**src/hw/maxpool_pkg.sv**
```systemverilog
package maxpool_pkg;

    // pixel format, signed Q15.16
    localparam int VALUE_BITS = 32;
    localparam int CHANNELS   = 3;    // independent feature maps, pooled in lock step

    // image and window geometry
    localparam int IMG_WIDTH  = 5;    // pixels per input row
    localparam int POOL_SIZE  = 2;    // window edge, also rows per band
    localparam int OUT_WIDTH  = IMG_WIDTH / POOL_SIZE;   // whole windows per row
    localparam int USED_WIDTH = OUT_WIDTH * POOL_SIZE;   // columns past this are dropped

    // window floor: 1 starts at zero (relu), 0 starts at the most negative value
    localparam bit RELU = 1'b0;

    // counter widths, geometry assumes POOL_SIZE >= 2 and OUT_WIDTH >= 2
    localparam int COL_BITS = $clog2(OUT_WIDTH);   // line ram address
    localparam int PIX_BITS = $clog2(IMG_WIDTH);   // input column 0 .. IMG_WIDTH-1
    localparam int ROW_BITS = $clog2(POOL_SIZE);   // row in band 0 .. POOL_SIZE-1

    typedef logic signed [VALUE_BITS-1:0] pixel_t;   // one channel of one pixel

endpackage

```
**src/hw/pool_lane_if.sv**
```systemverilog
// commands from the sequencer, fanned out to every channel lane
interface pool_lane_if;

    logic [maxpool_pkg::COL_BITS-1:0] rd_addr;   // line ram read column, same for all lanes
    logic                             load_base;       // reload running max for a new window
    logic                             base_from_ram;   // 0 on first row of band -> use floor
    logic                             take_pixel;      // fold i_data into running max
    logic                             wr_en;           // store running max
    logic [maxpool_pkg::COL_BITS-1:0] wr_addr;   // column being stored

    modport ctrl (
        output rd_addr,
        output load_base,
        output base_from_ram,
        output take_pixel,
        output wr_en,
        output wr_addr
    );

    modport lane (
        input rd_addr,
        input load_base,
        input base_from_ram,
        input take_pixel,
        input wr_en,
        input wr_addr
    );

endinterface

```
**src/hw/line_ram.sv**
```systemverilog
// simple dual port ram, one write port and one registered read port
module line_ram #(
    parameter int DEPTH = 2,   // words, one per output column
    parameter int WIDTH = 32   // bits per word
) (
    input  logic                     clk,
    input  logic                     i_wr_en,
    input  logic [$clog2(DEPTH)-1:0] i_wr_addr,
    input  logic [WIDTH-1:0]         i_wr_data,
    input  logic [$clog2(DEPTH)-1:0] i_rd_addr,
    output logic [WIDTH-1:0]         o_rd_data   // valid one cycle after i_rd_addr
);

    logic [WIDTH-1:0] mem [DEPTH];   // no reset, first band row never reads it

    always_ff @(posedge clk) begin
        if (i_wr_en) begin
            mem[i_wr_addr] <= i_wr_data;
        end
        o_rd_data <= mem[i_rd_addr];   // read-before-write on address collision
    end

endmodule

```
**src/hw/pool_ctrl.sv**
```systemverilog
// sequencer shared by all channel lanes
// per window: read -> base -> take POOL_SIZE pixels -> write
// per band: POOL_SIZE rows, then prime the read port and stream OUT_WIDTH results
module pool_ctrl (
    input  logic      clk,
    input  logic      reset,
    input  logic      i_valid,
    input  logic      i_last,
    input  logic      o_ready,
    output logic      i_ready,
    output logic      o_valid,
    output logic      o_last,
    pool_lane_if.ctrl lane
);

    enum logic [2:0] {
        ST_READ,    // present column address to the line ram
        ST_BASE,    // ram word is out, lanes load their running max
        ST_TAKE,    // accept the POOL_SIZE pixels of this window row
        ST_WRITE,   // store running max, step to next column
        ST_SKIP,    // swallow trailing columns that do not fill a window
        ST_PRIME,   // read column 0 ahead of the output phase
        ST_OUT      // stream the band results
    } state_q, state_d;

    logic [maxpool_pkg::PIX_BITS-1:0] pix_q, pix_d;   // input column in current row
    logic [maxpool_pkg::ROW_BITS-1:0] win_q, win_d;   // pixels taken in current window
    logic [maxpool_pkg::COL_BITS-1:0] col_q, col_d;   // window column, output column in ST_OUT
    logic [maxpool_pkg::ROW_BITS-1:0] row_q, row_d;   // row in band
    logic                             got_last_q, got_last_d;   // band holds end of image
    logic                             in_xfer;    // input handshake fires
    logic                             out_xfer;   // output handshake fires
    logic                             last_col;   // on final output column
    logic                             row_done;   // final pixel of the row handled

    assign i_ready  = (state_q == ST_TAKE) || (state_q == ST_SKIP);   // low in output phase
    assign o_valid  = (state_q == ST_OUT);
    assign in_xfer  = i_valid && i_ready;
    assign out_xfer = o_valid && o_ready;
    assign last_col = (col_q == maxpool_pkg::OUT_WIDTH - 1);
    assign o_last   = o_valid && got_last_q && last_col;

    // lane commands, all decoded from the current state
    assign lane.load_base     = (state_q == ST_BASE);
    assign lane.base_from_ram = (row_q != '0);   // row 0 starts from the floor
    assign lane.take_pixel    = (state_q == ST_TAKE) && in_xfer;
    assign lane.wr_en         = (state_q == ST_WRITE);
    assign lane.wr_addr       = col_q;

    // read port address
    // held under back-pressure so the ram re-reads the same word and o_data stays put
    always_comb begin
        lane.rd_addr = col_q;
        if (out_xfer) begin
            lane.rd_addr = last_col ? '0 : col_q + 1'b1;   // fetch next result early
        end
    end

    always_comb begin
        state_d    = state_q;
        pix_d      = pix_q;
        win_d      = win_q;
        col_d      = col_q;
        row_d      = row_q;
        got_last_d = got_last_q;
        row_done   = 1'b0;

        // every accepted pixel counts, used or discarded
        if (in_xfer) begin
            pix_d = pix_q + 1'b1;
            if (i_last) begin
                got_last_d = 1'b1;   // results of this band close the image
            end
        end

        case (state_q)
            ST_READ:  state_d = ST_BASE;
            ST_BASE:  state_d = ST_TAKE;
            ST_TAKE: begin
                if (in_xfer) begin
                    win_d = win_q + 1'b1;
                    if (win_q == maxpool_pkg::POOL_SIZE - 1) begin
                        win_d   = '0;
                        state_d = ST_WRITE;
                    end
                end
            end
            ST_WRITE: begin
                col_d = col_q + 1'b1;
                if (!last_col) begin
                    state_d = ST_READ;   // next window in this row
                end else if (maxpool_pkg::USED_WIDTH < maxpool_pkg::IMG_WIDTH) begin
                    state_d = ST_SKIP;   // leftover columns still to drain
                end else begin
                    row_done = 1'b1;
                end
            end
            ST_SKIP: begin
                if (in_xfer && (pix_q == maxpool_pkg::IMG_WIDTH - 1)) begin
                    row_done = 1'b1;
                end
            end
            ST_PRIME: state_d = ST_OUT;   // column 0 word appears next cycle
            ST_OUT: begin
                if (out_xfer) begin
                    col_d = col_q + 1'b1;
                    if (last_col) begin   // band drained, back to input
                        col_d      = '0;
                        got_last_d = 1'b0;
                        state_d    = ST_READ;
                    end
                end
            end
            default: state_d = ST_READ;
        endcase

        // row wrap, band complete after POOL_SIZE rows
        if (row_done) begin
            pix_d = '0;
            col_d = '0;
            if (row_q == maxpool_pkg::POOL_SIZE - 1) begin
                row_d   = '0;
                state_d = ST_PRIME;
            end else begin
                row_d   = row_q + 1'b1;
                state_d = ST_READ;
            end
        end
    end

    always_ff @(posedge clk) begin
        if (reset) begin
            state_q    <= ST_READ;
            pix_q      <= '0;
            win_q      <= '0;
            col_q      <= '0;
            row_q      <= '0;
            got_last_q <= 1'b0;
        end else begin
            state_q    <= state_d;
            pix_q      <= pix_d;
            win_q      <= win_d;
            col_q      <= col_d;
            row_q      <= row_d;
            got_last_q <= got_last_d;
        end
    end

endmodule

```
**src/hw/pool_lane.sv**
```systemverilog
// one channel: running max of the current window plus its line ram
// the ram keeps the partial max of each output column across the rows of a band
module pool_lane (
    input  logic                clk,
    input  maxpool_pkg::pixel_t i_data,   // pixel of this channel
    output maxpool_pkg::pixel_t o_data,   // pooled result during output phase
    pool_lane_if.lane           lane
);

    maxpool_pkg::pixel_t run_max_q;     // max of the window so far
    maxpool_pkg::pixel_t ram_rd_data;   // word at last rd_addr
    maxpool_pkg::pixel_t floor_val;     // starting value on row 0 of a band

    // zero under relu, else most negative Q15.16 value
    assign floor_val = maxpool_pkg::RELU ? '0 :
                       {1'b1, {(maxpool_pkg::VALUE_BITS - 1){1'b0}}};

    // updates one cycle after the command
    always_ff @(posedge clk) begin
        if (lane.load_base) begin
            run_max_q <= lane.base_from_ram ? ram_rd_data : floor_val;
        end else if (lane.take_pixel && (i_data > run_max_q)) begin
            run_max_q <= i_data;   // signed compare, pixel_t is signed
        end
    end

    line_ram #(
        .DEPTH (maxpool_pkg::OUT_WIDTH),
        .WIDTH (maxpool_pkg::VALUE_BITS)
    ) u_line_ram (
        .clk       (clk),
        .i_wr_en   (lane.wr_en),
        .i_wr_addr (lane.wr_addr),
        .i_wr_data (run_max_q),
        .i_rd_addr (lane.rd_addr),
        .o_rd_data (ram_rd_data)
    );

    // in output phase the read word is the finished window max
    assign o_data = ram_rd_data;

endmodule

```
**src/hw/maxpool2d.sv**
```systemverilog
// multi channel 2d max pooling, raster order in, one band of results out at a time
// one sequencer drives all lanes, so handshakes are common to every channel
module maxpool2d (
    input  logic                clk,
    input  logic                reset,

    // pixel stream in, one word per channel
    input  maxpool_pkg::pixel_t i_data [maxpool_pkg::CHANNELS],
    input  logic                i_valid,
    output logic                i_ready,
    input  logic                i_last,    // final pixel of the image

    // pooled stream out
    output maxpool_pkg::pixel_t o_data [maxpool_pkg::CHANNELS],
    output logic                o_valid,
    input  logic                o_ready,
    output logic                o_last     // final result of the image
);

    pool_lane_if lane_cmd ();   // sequencer to lanes

    pool_ctrl u_ctrl (
        .clk     (clk),
        .reset   (reset),
        .i_valid (i_valid),
        .i_last  (i_last),
        .o_ready (o_ready),
        .i_ready (i_ready),
        .o_valid (o_valid),
        .o_last  (o_last),
        .lane    (lane_cmd.ctrl)
    );

    // one lane per channel, all fed the same commands
    genvar ch;
    generate
        for (ch = 0; ch < maxpool_pkg::CHANNELS; ch++) begin : g_lane
            pool_lane u_lane (
                .clk    (clk),
                .i_data (i_data[ch]),
                .o_data (o_data[ch]),
                .lane   (lane_cmd.lane)
            );
        end
    endgenerate

endmodule

```
**config.mk**
```make
export PLATFORM = sky130hd
export DESIGN_NAME = maxpool2d
export DESIGN_NICKNAME = d
export VERILOG_FILES = /design/src/hw/maxpool_pkg.sv /design/src/hw/pool_lane_if.sv /design/src/hw/line_ram.sv /design/src/hw/pool_ctrl.sv /design/src/hw/pool_lane.sv /design/src/hw/maxpool2d.sv
export SDC_FILE = /design/constraint.sdc
export NUM_CORES = 1
export LEC_CHECK = 0
export BUFFER_PORTS_ARGS = -buffer_cell sky130_fd_sc_hd__buf_2
export CAP_MARGIN = 20
export CORE_UTILIZATION = 40
export CTS_BUF_LIST = sky130_fd_sc_hd__clkbuf_2 sky130_fd_sc_hd__clkbuf_4 sky130_fd_sc_hd__clkbuf_8
export CTS_CLUSTER_DIAMETER = 200
export DETAILED_ROUTE_END_ITERATION = 8
export PLACE_DENSITY = 0.57
export SYNTH_ARGS = -nofsm -noshare
export SYNTH_HDL_FRONTEND = slang
export SYNTH_SLANG_ARGS = --single-unit
```
**constraint.sdc**
```tcl
create_clock -name clk -period 11.35 [get_ports clk]
set_input_delay 1.7025 -clock clk [delete_from_list [all_inputs] [get_ports clk]]
set_output_delay 1.7025 -clock clk [all_outputs]
set_load 0.03 [all_outputs]
```
==> flow_metrics.tcl, run 1 <==
set metrics [dict create \
    synth-edff-count 288 \
    grt_pass1_wl_um 56100 \
    cts_buffer_depth 3 \
    route.detailed.drc 0 \
    first_global_vias 10200 \
    initial_core_util 0.407 \
    synth_flop_cell "edfxtp_1" \
    max_stage_delay_ps 630 \
    yosysWarnings 0 \
    layout_commonest_cell "edfxtp_1" \
    power_density_nw_per_um2 243 \
    crit_family "simple AND/OR/NAND/NOR gates" \
    r2r_end "g_lane[1].u_lane.run_max_q[5]" \
    postCtsSetupRepairBufs 0 \
    cp.buffers_inverters 2 \
    first_pass_iters 5 \
    ctsResizeCount 0 \
    finalSetupTns_ps 0 \
    grt_overflow_total 0 \
    clock_sinks 394 \
    r2r_start "g_lane[1].u_lane.run_max_q[31]" \
    timing.final.ws_setup_ps 7290 \
    cp-endpoint "g_lane[1].u_lane.run_max_q[5]" \
    via_per_inst 4.87 \
    nFillCells 3603 \
    die_h_um 204 \
    setup_viol 0 \
    final_cell_mix "288 x edfxtp_1, 208 x nand2_1, 199 x buf_2" \
    ant_nets 0 \
    hold_buffers 0 \
    reg2reg_depth 9 \
    antenna_found_initial 0 \
    cp_max_fo 17 \
    hold_depth 1 \
    maxCapViolCount 0 \
    yosysTopAreaCell "edfxtp_1" \
    critPathLaunch "i_data[63]" \
    fmax_ghz 0.247 \
    r2r_slack_ps 8080 \
    die_x_um 204 \
    tightest_slew_ps 1060 \
    p_leak_uw 0.00785 \
    numPortBuffers 199 \
    end_kind "register" \
    crit_required_ps 11670 \
    synth-seq-area-share 0.663 \
    yosysTopAreaCellShare 0.532 \
    clk_latency_ps 600 \
    startpoint_type "input port" \
    period_share 0.357 \
    ctsRootBufferMaster "clkbuf_8" \
    die_area_um2 41400 \
    pre_cts_ws_ps 6600 \
    area_growth_pct 18.3 \
    grt_use_total 0.177 \
    synthCells 1238 \
    slowest_stage "nand3_1" \
    vdd.ir_drop.worst_mv 0.103 \
    drive_gt1_frac 0.292 \
    cp_cell_sequence "buf_2 -> ha_1 -> nand4_1 -> nor4_1 -> a31oi_1 -> and2_1 -> a21oi_1 -> nand3_1 -> buf_4" \
    route.vias.total 10000 \
    core-area_um2 39900 \
    critical_path_depth 9 \
    clkTransAtPathRegs_ps 60 \
    cts_buffers 69 \
    finalWirelength_um 35800 \
    status "finished, final reports clean" \
    grt_start_max_net_pins 97 \
    layout.nets 1675 \
    cts_max_level 3 \
    finClkSkew_ps 28.7 \
    mappedNetlistArea_um2 16300 \
    wl_per_cell_um 17.4 \
    hold_viol_final 0 \
    multi_input_area_um2 4880 \
    arrival_ps 4370 \
    antennaDiodeCount 0 \
    rsz0062_at_grt "false" \
    slew_headroom 0.295 \
    async_flop_share 0 \
    rows 73 \
    slew_violations 0 \
    synthTopCellsByArea "edfxtp_1 53%, dfxtp_1 13%, ha_1 7.5%" \
    place.gp.congestion 0.815 \
    synth_seq_cells 394 \
    min_path_type "reg -> reg" \
    syn_area_per_cell_um2 13.1 \
    hpwl_um 22800 \
    fin_crit_ps 4060 \
    yosysUniqueCellTypes 42 \
    syn_nets 1437 \
    critical_path_class "in -> reg" \
    regArea_um2 10800 \
    tritoncts "yes" \
    ios 200 \
    drt_iter0_markers 566 \
]
-- cells by family (layout without fill, tap and decap cells) --
logic type | Yosys count | count (layout) | synth area share
DFF | 394 | 394 | 0.663
and+or+nand+nor | 305 | 305 | 0.0805
muxes | 97 | 97 | 0.0764
adders and majority gates | 98 | 98 | 0.0755
xor gates and xnor gates | 6 | 6 | 0.00370
buffers and inverters | 152 | 447 | 0.0391
AOI/OAI and AO/OA | 186 | 186 | 0.0621
-- per-stage QoR --
| stage | hold slack, ps | power [uW] | cell area, um2 | utilization | std cells |
|---|---|---|---|---|---|
| after CTS | 458 | 4750 | 19200 | 0.481 | 2058 |
| after global placement | 450 | 3390 | 17800 | 0.446 | 1930 |
| after detailed placement | 456 | 3410 | 17800 | 0.446 | 1930 |
| after floorplan | 445 | 3020 | 16300 | - | 1238 |
| after global routing | 470 | 4980 | 19200 | 0.481 | 2058 |
| final | 452 | 4670 | 19200 | 0.481 | 2058 |
-- worst register-to-register path, cell delays in order (launching register included) --
cell and delay [ps]:
edfxtp_1 390, inv_1 60, ha_1 320, nand4_1 180, nor4_1 440, a31oi_1 160
and2_1 190, a21oi_1 140, nand3_1 630, buf_4 480
-- synthesized netlist by cell type (2+ instances only) --
cell        n
edfxtp_1  288
mux2_2     56
clkbuf_1   22
nor2_1     23
nand4_1    21
a31oi_1     7
o21ai_0   108
a21oi_1    49
a221o_1     3
and2_1      4
buf_2      16
nor3_1     13
inv_1     105
nand3_1    21
nand2b_1    3
a211oi_1    4
buf_6       6
xor2_1      3
a22oi_1     3
mux2_4     40
dfxtp_1   106
a21o_1      3
inv_2       2
o211ai_1    3
nor4_1      3
xnor2_1     2
or3b_2      3
nand2_1   208
a211o_1     3
ha_1       98
-- flip-flops by register name, summed over array words and instances (netlist names) --
signal and flops:
g_lane.u_lane.run_max_q 96, g_lane.u_lane.u_line_ram.mem 192, g_lane.u_lane.u_line_ram.o_rd_data 96, u_ctrl.got_last_q 1, u_ctrl.lane.base_from_ram 1, u_ctrl.lane.wr_addr 1, u_ctrl.pix_q 3, u_ctrl.state_q 3
u_ctrl.win_q 1
-- cell type report --
type,count,share of cell area
sequential,394,0.561
multi-input combinational,692,0.254
clock buffer,113,0.0689
timing repair buffer,212,0.0569
tap,525,0.0342
inverter,107,0.0209
clock inverter,15,0.00436
-- how the worst min path moves through the flow --
stage | startpoint | endpoint | slack, ps
after global routing | g_lane[1].u_lane.u_line_ram.mem[0][17] | g_lane[1].u_lane.u_line_ram.o_rd_data[17] | 470
after floorplan | g_lane[0].u_lane.run_max_q[10] | g_lane[0].u_lane.u_line_ram.mem[0][10] | 450
final | g_lane[0].u_lane.u_line_ram.mem[1][0] | g_lane[0].u_lane.u_line_ram.o_rd_data[0] | 450
after detailed placement | g_lane[0].u_lane.u_line_ram.mem[0][15] | g_lane[0].u_lane.u_line_ram.o_rd_data[15] | 460
after CTS | g_lane[2].u_lane.u_line_ram.mem[1][8] | g_lane[2].u_lane.u_line_ram.o_rd_data[8] | 460
after global placement | g_lane[0].u_lane.u_line_ram.mem[0][13] | g_lane[0].u_lane.u_line_ram.o_rd_data[13] | 450
-- power breakdown --
| group | internal [uW] | switching (uW) |
|---|---|---|
| logic | 403 | 771 |
| clock network | 739 | 568 |
| registers | 2000 | 188 |
| total | 3140 | 1530 |
-- metal layers --
metal | share of wire | GRT usage | wire length [um] | vias to the layer above
met5 | 0 | 0 | 0 | -
met4 | 0.020 | 0.0671 | 703 | 0
met3 | 0.052 | 0.0363 | 1850 | 50
met2 | 0.47 | 0.288 | 16800 | 257
met1 | 0.46 | 0.233 | 16400 | 4813
li1 | - | - | - | 4896
No activity file was read; power rests on OpenSTA's default activity.
==> inputs of run 2 (changes only) <==
- clock period: 11.35 -> 3.9 ns (I/O delays scaled with it)
==> flow_metrics.tcl, run 2 (synthesized netlist as in run 1, its figures left out) <==
set metrics [dict create \
    end_kind "register" \
    critPathLaunch "g_lane[2].u_lane.run_max_q[31]" \
    ctsResizeCount 0 \
    area_growth_pct 18.8 \
    rows 73 \
    hold_viol_final 0 \
    grt_overflow_total 0 \
    drive_gt1_frac 0.292 \
    route.detailed.drc 0 \
    ctsRootBufferMaster "clkbuf_8" \
    regMostFlops "g_lane.u_lane.u_line_ram.mem" \
    layout.nets 1679 \
    status "finished, final reports clean" \
    reg_top3 "g_lane.u_lane.u_line_ram.mem: 192 flops, g_lane.u_lane.run_max_q: 96 flops, g_lane.u_lane.u_line_ram.o_rd_data: 96 flops" \
    clkTransAtPathRegs_ps 60 \
    die_h_um 204 \
    arrival_ps 3450 \
    timing.hold.ws_ps 271 \
    cp_cell_sequence "inv_1 -> ha_1 -> nand4_1 -> nor4_1 -> a31oi_1 -> and2_1 -> a21oi_1 -> nand3_1 -> buf_12" \
    setup_viol 0 \
    via_per_inst 4.82 \
    fmax_ghz 0.319 \
    final_cell_mix "288 x edfxtp_1, 208 x nand2_1, 199 x buf_2" \
    clk_latency_ps 590 \
    grt_use_total 0.173 \
    r2r_start "g_lane[2].u_lane.run_max_q[31]" \
    fin_crit_ps 3130 \
    largest_reg_flops 192 \
    wl_per_cell_um 17.1 \
    min_path_type "in -> reg" \
    clock_sinks 394 \
    core-area_um2 39900 \
    slew_headroom 0.421 \
    finalSetupTns_ps 0 \
    ios 200 \
    fin_util 0.484 \
    antennaDiodeCount 0 \
    tightest_slew_ps 869 \
    tritoncts "yes" \
    grt_start_max_net_pins 97 \
    slew_violations 0 \
    cp_max_fo 26 \
    rsz0062_at_grt "false" \
    grt_pass1_wl_um 54700 \
    antenna_found_initial 2 \
    drt_iter0_markers 526 \
    period_share 0.803 \
    vdd.ir_drop.worst_mv 0.304 \
    numPortBuffers 199 \
    place.gp.congestion 0.808 \
    layout_commonest_cell "edfxtp_1" \
    hp-start "reset" \
    postCtsSetupRepairBufs 0 \
    initial_core_util 0.407 \
    cts_buffers 68 \
    cts_max_level 3 \
    p_leak_uw 0.00788 \
    first_global_vias 9999 \
    hpwl_um 23300 \
    critical_path_class "reg -> reg" \
    startpoint_type "register" \
    die_x_um 204 \
    max_stage_delay_ps 610 \
    slowest_stage "nor4_1" \
    route.vias.total 9932 \
    crit_required_ps 4220 \
    finalWirelength_um 35100 \
    first_pass_iters 4 \
    ant_nets 0 \
    hold_buffers 0 \
    cts_buffer_depth 3 \
    finClkSkew_ps 22.0 \
    die_area_um2 41400 \
    maxCapViolCount 0 \
    power_density_nw_per_um2 708 \
]
-- run 2: layout make-up --
| type | count | area, um2 |
|---|---|---|
| Clock buffer | 106 | 1250 |
| Multi-Input combinational cell | 692 | 4890 |
| Timing Repair Buffer | 217 | 1180 |
| Sequential cell | 394 | 10800 |
| Clock inverter | 20 | 158 |
| Fill cell | 3542 | 20600 |
| Inverter | 107 | 402 |
| Tap cell | 525 | 657 |
-- run 2: metrics by stage --
| step | std cells | setup WS (ps) | total power, uW | cell area (um2) |
|---|---|---|---|---|
| 4_1_cts | 2061 | 706 | 13900 | 19300 |
| 6_report | 2061 | 770 | 13700 | 19300 |
| 3_5_place_dp | 1935 | 399 | 10000 | 17900 |
| 5_1_grt | 2061 | 474 | 14500 | 19300 |
| 2_1_floorplan | 1238 | 204 | 8760 | 16300 |
| 3_3_place_gp | 1935 | 445 | 9910 | 17900 |
-- run 2: power breakdown --
| part | internal [uW] | switching (uW) |
|---|---|---|
| clock network | 2180 | 1620 |
| logic | 1240 | 2280 |
| registers | 5820 | 534 |
| total | 9240 | 4440 |
-- run 2: worst max-delay path: cells and delay by family, from the launching register on --
kind            cells  cell delay [ps]
fa+ha+maj           1              380
buf+inv             2              370
flops               1              360
simple gates        4             1390
compound gates      2              340
-- run 2: routing by layer --
| layer | GRT usage | vias to the layer above | part of all wire |
|---|---|---|---|
| met5 | 0 | - | 0.00057 |
| met3 | 0.0387 | 64 | 0.052 |
| met1 | 0.233 | 4692 | 0.47 |
| met2 | 0.270 | 252 | 0.45 |
| li1 | - | 4920 | - |
| met4 | 0.0693 | 4 | 0.025 |
-- run 2: path summary, 6_finish.rpt --
kind	endpoint	slack, ps	depth (start not counted)
setup / recovery	g_lane[2].u_lane.run_max_q[31]	770	9
hold / removal	u_ctrl.lane.base_from_ram	270	2
setup reg to reg	g_lane[2].u_lane.run_max_q[31]	770	9
hold reg to reg	g_lane[2].u_lane.u_line_ram.o_rd_data[12]	460	1
